File: config.mk
export PLATFORM = sky130hd
export DESIGN_NAME = fifo_sync_ctrl
export DESIGN_NICKNAME = d
export VERILOG_FILES = /design/src/fifo_geom_pkg.sv /design/src/fifo_flag_pkg.sv /design/src/fifo_wr_ctrl.sv /design/src/fifo_rd_ctrl.sv /design/src/fifo_status.sv /design/src/fifo_sync_ctrl.sv
export SDC_FILE = /design/constraint.sdc
export NUM_CORES = 1
export LEC_CHECK = 0
export ABC_CLOCK_PERIOD_IN_PS = 6800
export BUFFER_PORTS_ARGS = -buffer_cell sky130_fd_sc_hd__buf_4
export CAP_MARGIN = 20
export CELL_PAD_IN_SITES_DETAIL_PLACEMENT = 0
export CELL_PAD_IN_SITES_GLOBAL_PLACEMENT = 1
export CORE_MARGIN = 3
export CORE_UTILIZATION = 40
export DETAILED_ROUTE_END_ITERATION = 8
export HOLD_SLACK_MARGIN = 0.12
export PLACE_DENSITY = 0.78
export SYNTH_ARGS = -nofsm -noshare
export SYNTH_HDL_FRONTEND = slang
export SYNTH_HIERARCHICAL = 1
export SYNTH_SLANG_ARGS = --single-unit
File: constraint.sdc
create_clock -name pos_clk -period 6.8 [get_ports pos_clk]
set_input_delay 1.7 -clock pos_clk [delete_from_list [all_inputs] [get_ports pos_clk]]
set_output_delay 1.7 -clock pos_clk [all_outputs]
set_load 0.02 [all_outputs]
File: src/fifo_geom_pkg.sv
//--------------------------------------
// FIFO geometry
// RAM depth, address and occupancy widths
// and the types built on them
//--------------------------------------

package fifo_geom_pkg;

   //--------------------------------------
   // Sizes
   //--------------------------------------
   localparam int unsigned DEPTH  = 16;               // RAM entries
   localparam int unsigned ADDR_W = $clog2(DEPTH);    // 4 bits for 16 entries

   // One extra bit so a full RAM (DEPTH) is representable
   localparam int unsigned CNT_W  = ADDR_W + 1;

   //--------------------------------------
   // Types
   //--------------------------------------
   typedef logic [ADDR_W-1:0] addr_t;    // External RAM address
   typedef logic [CNT_W-1:0]  cnt_t;     // Words held, 0 to DEPTH

endpackage

File: src/fifo_flag_pkg.sv
//--------------------------------------
// FIFO flag thresholds
// Static levels for almost full and
// almost empty
//--------------------------------------

package fifo_flag_pkg;

   // Almost full is set at or above this occupancy
   localparam int unsigned AFULL_VAL  = 14;

   // Almost empty is set at or below this occupancy
   localparam int unsigned AEMPTY_VAL = 2;

endpackage

File: src/fifo_wr_ctrl.sv
//--------------------------------------
// FIFO write-side controller
// Accepts writes while not full, keeps the
// RAM write address and registers the
// write acknowledge and overflow pulses
//--------------------------------------

`timescale 1ns/100ps

module fifo_wr_ctrl
   import fifo_geom_pkg::*;
(
   input  logic  pos_clk,
   input  logic  aresetn,
   input  logic  we_i,           // Write request level
   input  logic  full_i,         // Registered full flag
   output logic  wr_accept_o,    // Write strobe to RAM and status
   output addr_t memwaddr_o,     // RAM write address
   output logic  wack_o,         // One cycle after an accepted write
   output logic  overflow_o      // One cycle after a refused write
);

   // A write while full is dropped and never touches the address
   assign wr_accept_o = we_i & ~full_i;

   //--------------------------------------
   // Write address counter
   //--------------------------------------
   always_ff @(posedge pos_clk or negedge aresetn) begin
      if (!aresetn) begin
         memwaddr_o <= '0;
      end else if (wr_accept_o) begin
         if (memwaddr_o == addr_t'(DEPTH - 1)) begin
            memwaddr_o <= '0;                  // Wrap to first entry
         end else begin
            memwaddr_o <= memwaddr_o + 1'b1;
         end
      end
   end

   //--------------------------------------
   // Per-access pulses
   //--------------------------------------
   always_ff @(posedge pos_clk or negedge aresetn) begin
      if (!aresetn) begin
         wack_o     <= 1'b0;
         overflow_o <= 1'b0;
      end else begin
         wack_o     <= wr_accept_o;
         overflow_o <= we_i & full_i;     // Request lost
      end
   end

endmodule

File: src/fifo_rd_ctrl.sv
//--------------------------------------
// FIFO read-side controller
// Accepts reads while not empty, keeps the
// RAM read address and registers the
// data valid and underflow pulses
//--------------------------------------

`timescale 1ns/100ps

module fifo_rd_ctrl
   import fifo_geom_pkg::*;
(
   input  logic  pos_clk,
   input  logic  aresetn,
   input  logic  re_i,           // Read request level
   input  logic  empty_i,        // Registered empty flag
   output logic  rd_accept_o,    // Read strobe to RAM and status
   output addr_t memraddr_o,     // RAM read address
   output logic  dvld_o,         // RAM data valid, one cycle after accept
   output logic  underflow_o     // One cycle after a refused read
);

   // Reading an empty FIFO is refused, address stays put
   assign rd_accept_o = re_i & ~empty_i;

   //--------------------------------------
   // Read address counter
   //--------------------------------------
   always_ff @(posedge pos_clk or negedge aresetn) begin
      if (!aresetn) begin
         memraddr_o <= '0;
      end else if (rd_accept_o) begin
         if (memraddr_o == addr_t'(DEPTH - 1)) begin
            memraddr_o <= '0;                  // Wrap to first entry
         end else begin
            memraddr_o <= memraddr_o + 1'b1;
         end
      end
   end

   //--------------------------------------
   // Per-access pulses
   //--------------------------------------
   always_ff @(posedge pos_clk or negedge aresetn) begin
      if (!aresetn) begin
         dvld_o      <= 1'b0;
         underflow_o <= 1'b0;
      end else begin
         dvld_o      <= rd_accept_o;      // RAM output is ready next cycle
         underflow_o <= re_i & empty_i;
      end
   end

endmodule

File: src/fifo_status.sv
//--------------------------------------
// FIFO status unit
// Tracks the occupancy from the write and
// read accept strobes and registers the
// full, almost full, empty and almost
// empty flags from the next occupancy
//--------------------------------------

`timescale 1ns/100ps

module fifo_status
   import fifo_geom_pkg::*, fifo_flag_pkg::*;
(
   input  logic pos_clk,
   input  logic aresetn,
   input  logic wr_accept_i,    // Accepted write this cycle
   input  logic rd_accept_i,    // Accepted read this cycle
   output cnt_t wrcnt_o,        // Words currently held
   output logic full_o,
   output logic afull_o,
   output logic empty_o,
   output logic aempty_o
);

   cnt_t cnt_nxt;               // Occupancy after this edge
   logic full_nxt;
   logic afull_nxt;
   logic empty_nxt;
   logic aempty_nxt;

   //--------------------------------------
   // Next occupancy
   //--------------------------------------
   // The controllers already refuse a write
   // while full and a read while empty, so
   // the count cannot leave 0..DEPTH here
   always_comb begin
      case ({wr_accept_i, rd_accept_i})
         2'b10:   cnt_nxt = wrcnt_o + 1'b1;
         2'b01:   cnt_nxt = wrcnt_o - 1'b1;
         default: cnt_nxt = wrcnt_o;       // Idle, or write and read together
      endcase
   end

   //--------------------------------------
   // Flag decode
   //--------------------------------------
   // All four come from cnt_nxt so they line
   // up with the registered count
   assign full_nxt   = (cnt_nxt == cnt_t'(DEPTH));
   assign empty_nxt  = (cnt_nxt == '0);
   assign afull_nxt  = (cnt_nxt >= cnt_t'(AFULL_VAL));
   assign aempty_nxt = (cnt_nxt <= cnt_t'(AEMPTY_VAL));

   //--------------------------------------
   // Occupancy register
   //--------------------------------------
   always_ff @(posedge pos_clk or negedge aresetn) begin
      if (!aresetn) begin
         wrcnt_o <= '0;
      end else begin
         wrcnt_o <= cnt_nxt;
      end
   end

   //--------------------------------------
   // Flag registers
   //--------------------------------------
   always_ff @(posedge pos_clk or negedge aresetn) begin
      if (!aresetn) begin
         full_o   <= 1'b0;
         afull_o  <= 1'b0;
         empty_o  <= 1'b1;       // Comes out of reset empty
         aempty_o <= 1'b1;
      end else begin
         full_o   <= full_nxt;
         afull_o  <= afull_nxt;
         empty_o  <= empty_nxt;
         aempty_o <= aempty_nxt;
      end
   end

endmodule

File: src/fifo_sync_ctrl.sv
//--------------------------------------
// Synchronous FIFO controller
// Drives the address and strobes of an
// external RAM and reports occupancy,
// level flags and per-access pulses
//--------------------------------------

`timescale 1ns/100ps

module fifo_sync_ctrl
   import fifo_geom_pkg::*;
(
   input  logic  pos_clk,
   input  logic  aresetn,
   input  logic  we_i,
   input  logic  re_i,
   output logic  full_o,
   output logic  afull_o,
   output logic  empty_o,
   output logic  aempty_o,
   output cnt_t  wrcnt_o,
   output logic  wack_o,
   output logic  dvld_o,
   output logic  overflow_o,
   output logic  underflow_o,
   output addr_t memwaddr_o,
   output logic  memwe_o,
   output addr_t memraddr_o,
   output logic  memre_o
);

   logic wr_accept;    // Accepted write, also the RAM write strobe
   logic rd_accept;    // Accepted read, also the RAM read strobe

   assign memwe_o = wr_accept;
   assign memre_o = rd_accept;

   fifo_wr_ctrl u_wr_ctrl (
      .pos_clk     (pos_clk),
      .aresetn     (aresetn),
      .we_i        (we_i),
      .full_i      (full_o),
      .wr_accept_o (wr_accept),
      .memwaddr_o  (memwaddr_o),
      .wack_o      (wack_o),
      .overflow_o  (overflow_o)
   );

   fifo_rd_ctrl u_rd_ctrl (
      .pos_clk     (pos_clk),
      .aresetn     (aresetn),
      .re_i        (re_i),
      .empty_i     (empty_o),
      .rd_accept_o (rd_accept),
      .memraddr_o  (memraddr_o),
      .dvld_o      (dvld_o),
      .underflow_o (underflow_o)
   );

   // Flags feed back to gate the two controllers
   fifo_status u_status (
      .pos_clk     (pos_clk),
      .aresetn     (aresetn),
      .wr_accept_i (wr_accept),
      .rd_accept_i (rd_accept),
      .wrcnt_o     (wrcnt_o),
      .full_o      (full_o),
      .afull_o     (afull_o),
      .empty_o     (empty_o),
      .aempty_o    (aempty_o)
   );

endmodule

Word-level counts from Yosys, hierarchy flattened
Cells that the tools add are included.

Flip-flop bits (word level): 21. Latch bits: 0. Bits in writable memories: 0. Bits in read-only memories: 0. Input bits: 4. Logic and storage cells: 32. Memories kept: 0.

Add/subtract/negate cells: 4. Multiply operators: 0. Div/mod/pow operators: 0. Magnitude comparators: 2. Equal/unequal tests: 5. Shift operators: 0. Muxes and demuxes: 3. Bitwise operators: 6. Reduce and logical (&&, ||, !) cells: 1.

Operators by type and width (number): case mux 5 bit (2 select lines) (1); adder 4 x 1 -> 4 bit, second input constant (2); equality test 4 bit, second input constant (2); two-way mux 4 bit (2); adder 5 x 1 -> 5 bit, second input constant (1); equality test 5 bit, second input constant (1); >= comparator 5 x 4 -> 1 bit, second input constant (1); <= comparator 5 x 2 -> 1 bit, second input constant (1); zero test 5 bit (1); subtractor 5 x 1 -> 5 bit, second input constant (1); bitwise AND 1 bit (4); equality test 2 x 1 -> 1 bit, second input constant (1); equality test 2 bit, second input constant (1); inverter 1 bit (2).

Longest topological paths before layout
Gate-level depths: netlist of the first run.

Depth after elaboration: 5. Depth in mapped cells: 12.

Modules after synthesis
The synthesis of the first run kept the hierarchy.

Modules (own cells, without submodules): fifo_status (instances 1, cells each 45, area each 560.5 um^2, seq. area each 227.7 um^2); fifo_rd_ctrl (instances 1, cells each 22, area each 260.2 um^2, seq. area each 150.1 um^2); fifo_wr_ctrl (instances 1, cells each 22, area each 256.5 um^2, seq. area each 150.1 um^2).

Worst setup path after synthesis of the first run
Ideal clock, no wire load.

Path kind: input to register. Start: input we_i. End: register u_status.aempty_o. Library setup time: 105 ps. Arrival: 3586 ps. Data required time: 6695 ps. Path slack: 3109 ps. Cell stages on the path: 11. Path buffers: 1. Cells stage by stage: nand2b_4 -> clkinv_2 -> inv_1 -> ha_1 -> clkbuf_8 -> xor2_1 -> ha_1 -> a211oi_1 -> nor4_4 -> xor2_2 -> a2111oi_2.

Longest elaborated chain between the ends: 4. Elaborated cells on any way between the ends: 5. Those cells by class: order compare (1); eq/ne (2); mux (1); bitwise (1).

RTL lines: start, declared (line fifo_sync_ctrl.sv:15) `input logic we_i,`; bitwise AND 1 bit (*) (line fifo_wr_ctrl.sv:24) `assign wr_accept_o = we_i & ~full_i;`; named net memwe_o (line fifo_sync_ctrl.sv:27) `output logic memwe_o,`; equality test 2 x 1 -> 1 bit or equality test 2 bit (tied branches) (line fifo_status.sv:38) `case ({wr_accept_i, rd_accept_i})`; case mux 5 bit (2 select lines) (*) (line fifo_status.sv:38); named net u_status.cnt_nxt[4] (line fifo_status.sv:25) `cnt_t cnt_nxt;`; <= comparator 5 x 2 -> 1 bit (*) (line fifo_status.sv:53) `assign aempty_nxt = (cnt_nxt <= cnt_t'(AEMPTY_VAL));`; named net u_status.aempty_nxt (line fifo_status.sv:29) `logic aempty_nxt;`; end signal, assigned (line fifo_status.sv:79) `aempty_o <= aempty_nxt;`; end, declared (line fifo_status.sv:22) `output logic aempty_o`.

Mark *: on every way through the listed nets, which the timed path passes. The rest lies on a longest branch. A chain may end at the register's enable or synchronous reset.

Final worst setup path of the first run
Start: input we_i. End: output memwe_o.

Longest elaborated chain between the ends: 1.

RTL lines (line): bitwise AND 1 bit (fifo_wr_ctrl.sv:24); end, declared (fifo_sync_ctrl.sv:27).

Every way passes these cells.

==> impl_metrics.toml, run 1 <==
[run_status]
status = "complete, no violations"

[logic_synthesis]
yosys_warnings = 6
synthTopCellsByArea = "dfrtp_1 (44%), ha_1 (5.8%), dfstp_2 (4.9%)"
synth_top_area_share_pct = 44.1
synth_ff_type = "dfrtp_1"
synth_common_cells = "dfrtp_1 (19), nand2_1 (9), a21oi_1 (5), ha_1 (5), xor2_1 (4)"
synth-edff-count = 0
seq_area_frac_synth_pct = 49.0
ys_seq_elements = 21
syn-num-nets = 98
netlist_area_mm2 = 0.00108
syn_avg_cell_area_um2 = 12.1
yosysMostFrequentCell = "dfrtp_1"
async_flop_share_pct = 100
synthCells = 89
yosysUniqueCellTypes = 40
yosys.area.top_type = "dfrtp_1"

[final_layout]
fill_cells = 241
multi_input_area_um2 = 499
area_delta_synth_final_pct = 21.3
drive_gt1_share_pct = 38.8
diodes = 0
fin_area_mm2 = 0.00131
ff_latch_area_um2 = 528
fin_nets = 126

[worst_hold_path]
min_to = "u_wr_ctrl/memwaddr_o[3]$_DFFE_PN0P_"
hold_class = "flip-flop to flip-flop"
holdPathStages = 1
hold_start = "u_wr_ctrl/memwaddr_o[3]$_DFFE_PN0P_"

[floorplanning]
die_area_mm2 = 0.00335
num_rows = 18
die_height_um = 57.9
initial_core_util_pct = 42.7
num_io_pins = 27
die_width_um = 57.9
coreArea_mm2 = 0.00252

[critical_path]
slowest_stage = "buf_4"
cp_common_cell = "buf_4"
crit_fanout = 6
crit_family = "buffers and inverters"
max_stage_delay_ps = 170
crit_cells = 4
cp-start-kind = "input pin"
crit_required_ps = 5100
reg2reg_from = "u_status/empty_o$_DFF_PN1_"
setup.worst_path.end_class = "output pin"
critPathArrivalTime_ps = 2190
rrSetupSlack_ps = 4160
worstSetupPathType = "input pin to output pin"
worst-path-buf-inv = 3
rr_worst_depth = 9
r2r_end = "u_status/aempty_o$_DFF_PN1_"
crit_chain = "buf_4 -> nand2b_4 -> clkinv_2 -> buf_4"

[placed_design]
io_buffer_count = 26
post-dp-hpwl_um = 1450
dpl-instance-area_mm2 = 0.00128
gp_congestion = 0.695

[clocking]
postCtsSetupRepairBufs = 0
cts_sinks = 21
root_buffer = "clkbuf_4"
h-tree-depth = 1
tritoncts = "built"
cts_buffer_depth = 2
cts_buffers = 3
postCtsHoldBufs = 0
cts.reportedPaths.clkPinSlew_ps = 110
insertion_delay_ps = 290
post_cts_resized = 0

[routing]
vias = 743
wl_per_cell_um = 13.2
drt-initial-drc-count = 18
drc = 0
wirelength_um = 1930
vias_per_cell = 5.09
ant_nets = 0
first_pass_iters = 4

[timing]
period_needed_ps = 3890
fin_worst_skew_ps = 5.66
finalHoldViolCount = 0
worstMarginPinSlew_ps = 456
setup-tns-final_ps = 0
drv_slew = 0
maxSlewHeadroom_pct = 69.5
rsz0062_at_grt = "no"
clock.fmax_mhz = 257
setup-violations-final = 0
period_share_pct = 57.2

[run]
drv_cap = 0

[global_route]
grt_antenna_before_repair = 0
grt_pass1_vias = 726
grt_max_degree = 22
grt_pass1_wl_um = 3370
grt_remaining_overflow = 0
grt_usage_pct = 13.4

[power_and_ir_drop]
ir_drop_mv = 0.264
leakagePower_nw = 0.608
p_per_area_mw_per_mm2 = 517
[per-layer routing]
layer	part of all wire (%)	up-vias	global-route usage, %
li1	-	369	-
met1	44	350	15.5
met2	49	22	22.9
met3	6.6	2	5.35
met4	0.62	0	3.97
met5	0	-	0
[registers in the layout, summed over array words and instances, names as in the netlist]
name / count
u_wr_ctrl/wack_o: 1
u_status/afull_o: 1
u_status/wrcnt_o: 5
u_status/empty_o: 1
u_rd_ctrl/memraddr_o: 4
u_status/full_o: 1
u_wr_ctrl/overflow_o: 1
u_status/aempty_o: 1
u_wr_ctrl/memwaddr_o: 4
u_rd_ctrl/dvld_o: 1
u_rd_ctrl/underflow_o: 1
[power by group]
| group | internal, mW | switching, mW | leakage, nW |
|---|---|---|---|
| sequential | 0.179 | 0.0707 | 0.253 |
| combinational | 0.166 | 0.202 | 0.340 |
| clock | 0.0228 | 0.0337 | 0.0150 |
| total | 0.368 | 0.307 | 0.608 |
[cell type report]
cell class / count / share of cell area, %
clock buffer: 4 / 2.01
inverter: 5 / 1.53
multi-input combinational: 60 / 38.2
sequential: 21 / 40.4
tap: 30 / 2.87
timing repair buffer: 26 / 14.9
[cells in the final DEF (no fill, tap or decap), drive strengths merged, types with 2 or more instances in the layout]
master	instances
and2	2
o21ai	2
inv	4
dfrtp	19
clkbuf	4
nand2b	3
o31ai	2
nand2	9
nand4	2
xnor2	3
buf	26
a21oi	5
nor3b	3
dfstp	2
xor2	5
nor2	2
ha	5
a311oi	2
a21o	2
a211oi	2
[logic make-up (layout without fill, tap and decap cells)]
| kind of cell | after synthesis | count (layout) | synth area share, % |
|---|---|---|---|
| simple gates | 25 | 25 | 16.7 |
| flops | 21 | 21 | 49.0 |
| fa+ha+maj | 5 | 5 | 5.81 |
| compound gates | 21 | 21 | 15.6 |
| xor+xnor | 8 | 8 | 7.20 |
| buf+inv | 8 | 35 | 4.64 |
| mux | 1 | 1 | 1.05 |
[worst max-delay path by stage]
| stage | to | start | slack, ps |
|---|---|---|---|
| 3_5_place_dp | u_status/aempty_o$_DFF_PN1_ | we_i | 2860 |
| 6_report | memwe_o | we_i | 2910 |
| 2_1_floorplan | u_status/aempty_o$_DFF_PN1_ | we_i | 3110 |
| 5_1_grt | memwe_o | we_i | 2860 |
| 4_1_cts | memwe_o | we_i | 2910 |
| 3_3_place_gp | memwe_o | we_i | 2920 |
[metrics by stage]
step                utilization (%)  setup slack (ps)  std cells  power [mW]  hold WS (ps)
detailed placement             50.7              2860        142       0.623           499
CTS                            51.8              2910        146       0.683           516
finish                         51.8              2910        146       0.675           516
global placement               50.7              2920        142       0.617           500
global route                   51.8              2860        146       0.734           551
floorplan                         -              3110         89       0.502           585
Note: power is estimated with default switching activity, not from simulation.
==> run 2: changes to the inputs <==
--- a/config.mk
+++ b/config.mk
@@ -5,16 +5,16 @@
 export SDC_FILE = /design/constraint.sdc
 export NUM_CORES = 1
 export LEC_CHECK = 0
-export ABC_CLOCK_PERIOD_IN_PS = 6800
+export ABC_CLOCK_PERIOD_IN_PS = 3200
 export BUFFER_PORTS_ARGS = -buffer_cell sky130_fd_sc_hd__buf_4
 export CAP_MARGIN = 20
 export CELL_PAD_IN_SITES_DETAIL_PLACEMENT = 0
 export CELL_PAD_IN_SITES_GLOBAL_PLACEMENT = 1
 export CORE_MARGIN = 3
-export CORE_UTILIZATION = 40
+export CORE_UTILIZATION = 36
 export DETAILED_ROUTE_END_ITERATION = 8
 export HOLD_SLACK_MARGIN = 0.12
-export PLACE_DENSITY = 0.78
+export PLACE_DENSITY = 0.74
 export SYNTH_ARGS = -nofsm -noshare
 export SYNTH_HDL_FRONTEND = slang
 export SYNTH_HIERARCHICAL = 1
==> constraint.sdc (replaced) <==
create_clock -name pos_clk -period 3.2 [get_ports pos_clk]
set_input_delay 0.8 -clock pos_clk [delete_from_list [all_inputs] [get_ports pos_clk]]
set_output_delay 0.8 -clock pos_clk [all_outputs]
set_load 0.02 [all_outputs]
==> run 2 against run 1 <==
Effect of this change:
- cell count is 1.4% higher
- largest power group unchanged
- sequential power is 110% higher
- flip-flop and latch count stayed put
- combinational power is 110% higher
- worst setup slack worse by 2200 ps
- die area is 9.9% higher
- largest cell class unchanged
- critical path type is now input pin to flip-flop
- register-to-register slack worse by 3500 ps
- final area is 0.67% higher
- critical endpoint is now u_status/aempty_o$_DFF_PN1_
- clock skew is 2.8 ps higher
==> impl_metrics.toml, run 2 (synthesized netlist as in run 1, its figures left out) <==
[clocking]
cts_buffer_depth = 2
insertion_delay_ps = 290
cts_sinks = 21
postCtsSetupRepairBufs = 0
postCtsHoldBufs = 0
post_cts_resized = 0
root_buffer = "clkbuf_4"
cts_buffers = 3
h-tree-depth = 1
tritoncts = "built"
cts.reportedPaths.clkPinSlew_ps = 110

[routing]
ant_nets = 0
drt-initial-drc-count = 35
vias_per_cell = 5.32
vias = 787
first_pass_iters = 4
wl_per_cell_um = 13.4
drc = 0
wirelength_um = 1990

[timing]
period_needed_ps = 2540
drv_slew = 0
rsz0062_at_grt = "no"
holdWs_ps = 359
worstMarginPinSlew_ps = 474
setup-violations-final = 0
maxSlewHeadroom_pct = 68.3
fin_worst_skew_ps = 8.47
fin_ws_ps = 663
setup-tns-final_ps = 0
finalHoldViolCount = 0
clock.fmax_mhz = 394
period_share_pct = 79.3

[final_layout]
drive_gt1_share_pct = 39.3
layout_commonest_cell = "buf_4"
fill_cells = 271
top_regs = "u_status/wrcnt_o (5), u_rd_ctrl/memraddr_o (4), u_wr_ctrl/memwaddr_o (4)"
layout_common_cells = "buf_4 (27), dfrtp_1 (19), nand2_1 (9)"
fin_nets = 127
diodes = 0
largest_reg_flops = 5
stdcell_count = 148
top_register = "u_status/wrcnt_o"
area_delta_synth_final_pct = 22.1

[critical_path]
rr_worst_depth = 9
worstSetupPathType = "input pin to flip-flop"
setup.worst_path.end_class = "flip-flop"
critPathArrivalTime_ps = 2740
r2r_end = "u_status/aempty_o$_DFF_PN1_"
cp-start-kind = "input pin"
rrSetupSlack_ps = 710
reg2reg_from = "u_status/empty_o$_DFF_PN1_"
crit_required_ps = 3400
crit_fanout = 6

[power_and_ir_drop]
leakagePower_nw = 0.613
p_per_area_mw_per_mm2 = 1100
total_power_mw = 1.44
ir_drop_mv = 0.447

[placed_design]
gp_congestion = 0.762
dp.cells = 144
post-dp-hpwl_um = 1520
io_buffer_count = 26
place_ws_ps = 324

[run_status]
status = "complete, no violations"

[floorplanning]
num_io_pins = 27
coreArea_mm2 = 0.00281
num_rows = 19
die_width_um = 60.7
die_height_um = 60.7
die_area_mm2 = 0.00369
initial_core_util_pct = 38.4

[global_route]
grt_max_degree = 22
grt_pass1_vias = 727
grt_antenna_before_repair = 0
grt_pass1_wl_um = 3330
grt_remaining_overflow = 0
grt_usage_pct = 12.2

[run]
drv_cap = 0

[worst_hold_path]
hold_class = "input pin to async pin"
## run 2: cell types whose count changed in the layout (fill, tap and decap cells not counted), sizes merged
cell	change
buf	+1
## run 2: layout make-up
class / instances / area (um2) / share of cell area [%]
Timing Repair Buffer: 27 / 203 / 15.4
Tap cell: 31 / 38.8 / 2.95
Inverter: 5 / 20.0 / 1.52
Clock buffer: 4 / 26.3 / 2.00
Multi-Input combinational cell: 60 / 499 / 38.0
Sequential cell: 21 / 528 / 40.2
## run 2: worst max-delay path, cell delays in order
cell and delay, ps:
buf_4 90, nand2b_4 70, clkinv_2 80, inv_1 60, ha_1 220, xor2_1 170
ha_1 230, a211oi_1 380, nor4_4 100, xor2_2 180, a2111oi_2 350
## run 2: through the flow
step	util (%)	instance area (um2)
4_1_cts	46.9	1320
6_report	46.9	1320
5_1_grt	46.9	1320
3_3_place_gp	45.9	1290
3_5_place_dp	45.9	1290
2_1_floorplan	-	1080
## run 2: metal layers
| layer | vias up | global-route usage, % | part of all wire, % |
|---|---|---|---|
| met4 | 0 | 6.50 | 1.3 |
| met3 | 2 | 1.91 | 4.7 |
| met2 | 19 | 19.8 | 47 |
| met1 | 391 | 15.6 | 47 |
| met5 | - | 0 | 0 |
| li1 | 375 | - | - |
## run 2: report_power, final
part	total [mW]	switching (mW)	internal, mW
clock network	0.123	0.0743	0.0484
registers	0.528	0.148	0.380
logic	0.791	0.434	0.357
## run 2: worst max path at each step
stage	startpoint	endpoint
2_1_floorplan	we_i	u_status/aempty_o$_DFF_PN1_
3_3_place_gp	we_i	u_status/aempty_o$_DFF_PN1_
3_5_place_dp	we_i	u_status/aempty_o$_DFF_PN1_
4_1_cts	we_i	u_status/aempty_o$_DFF_PN1_
5_1_grt	we_i	u_status/afull_o$_DFF_PN0_
6_report	we_i	u_status/aempty_o$_DFF_PN1_
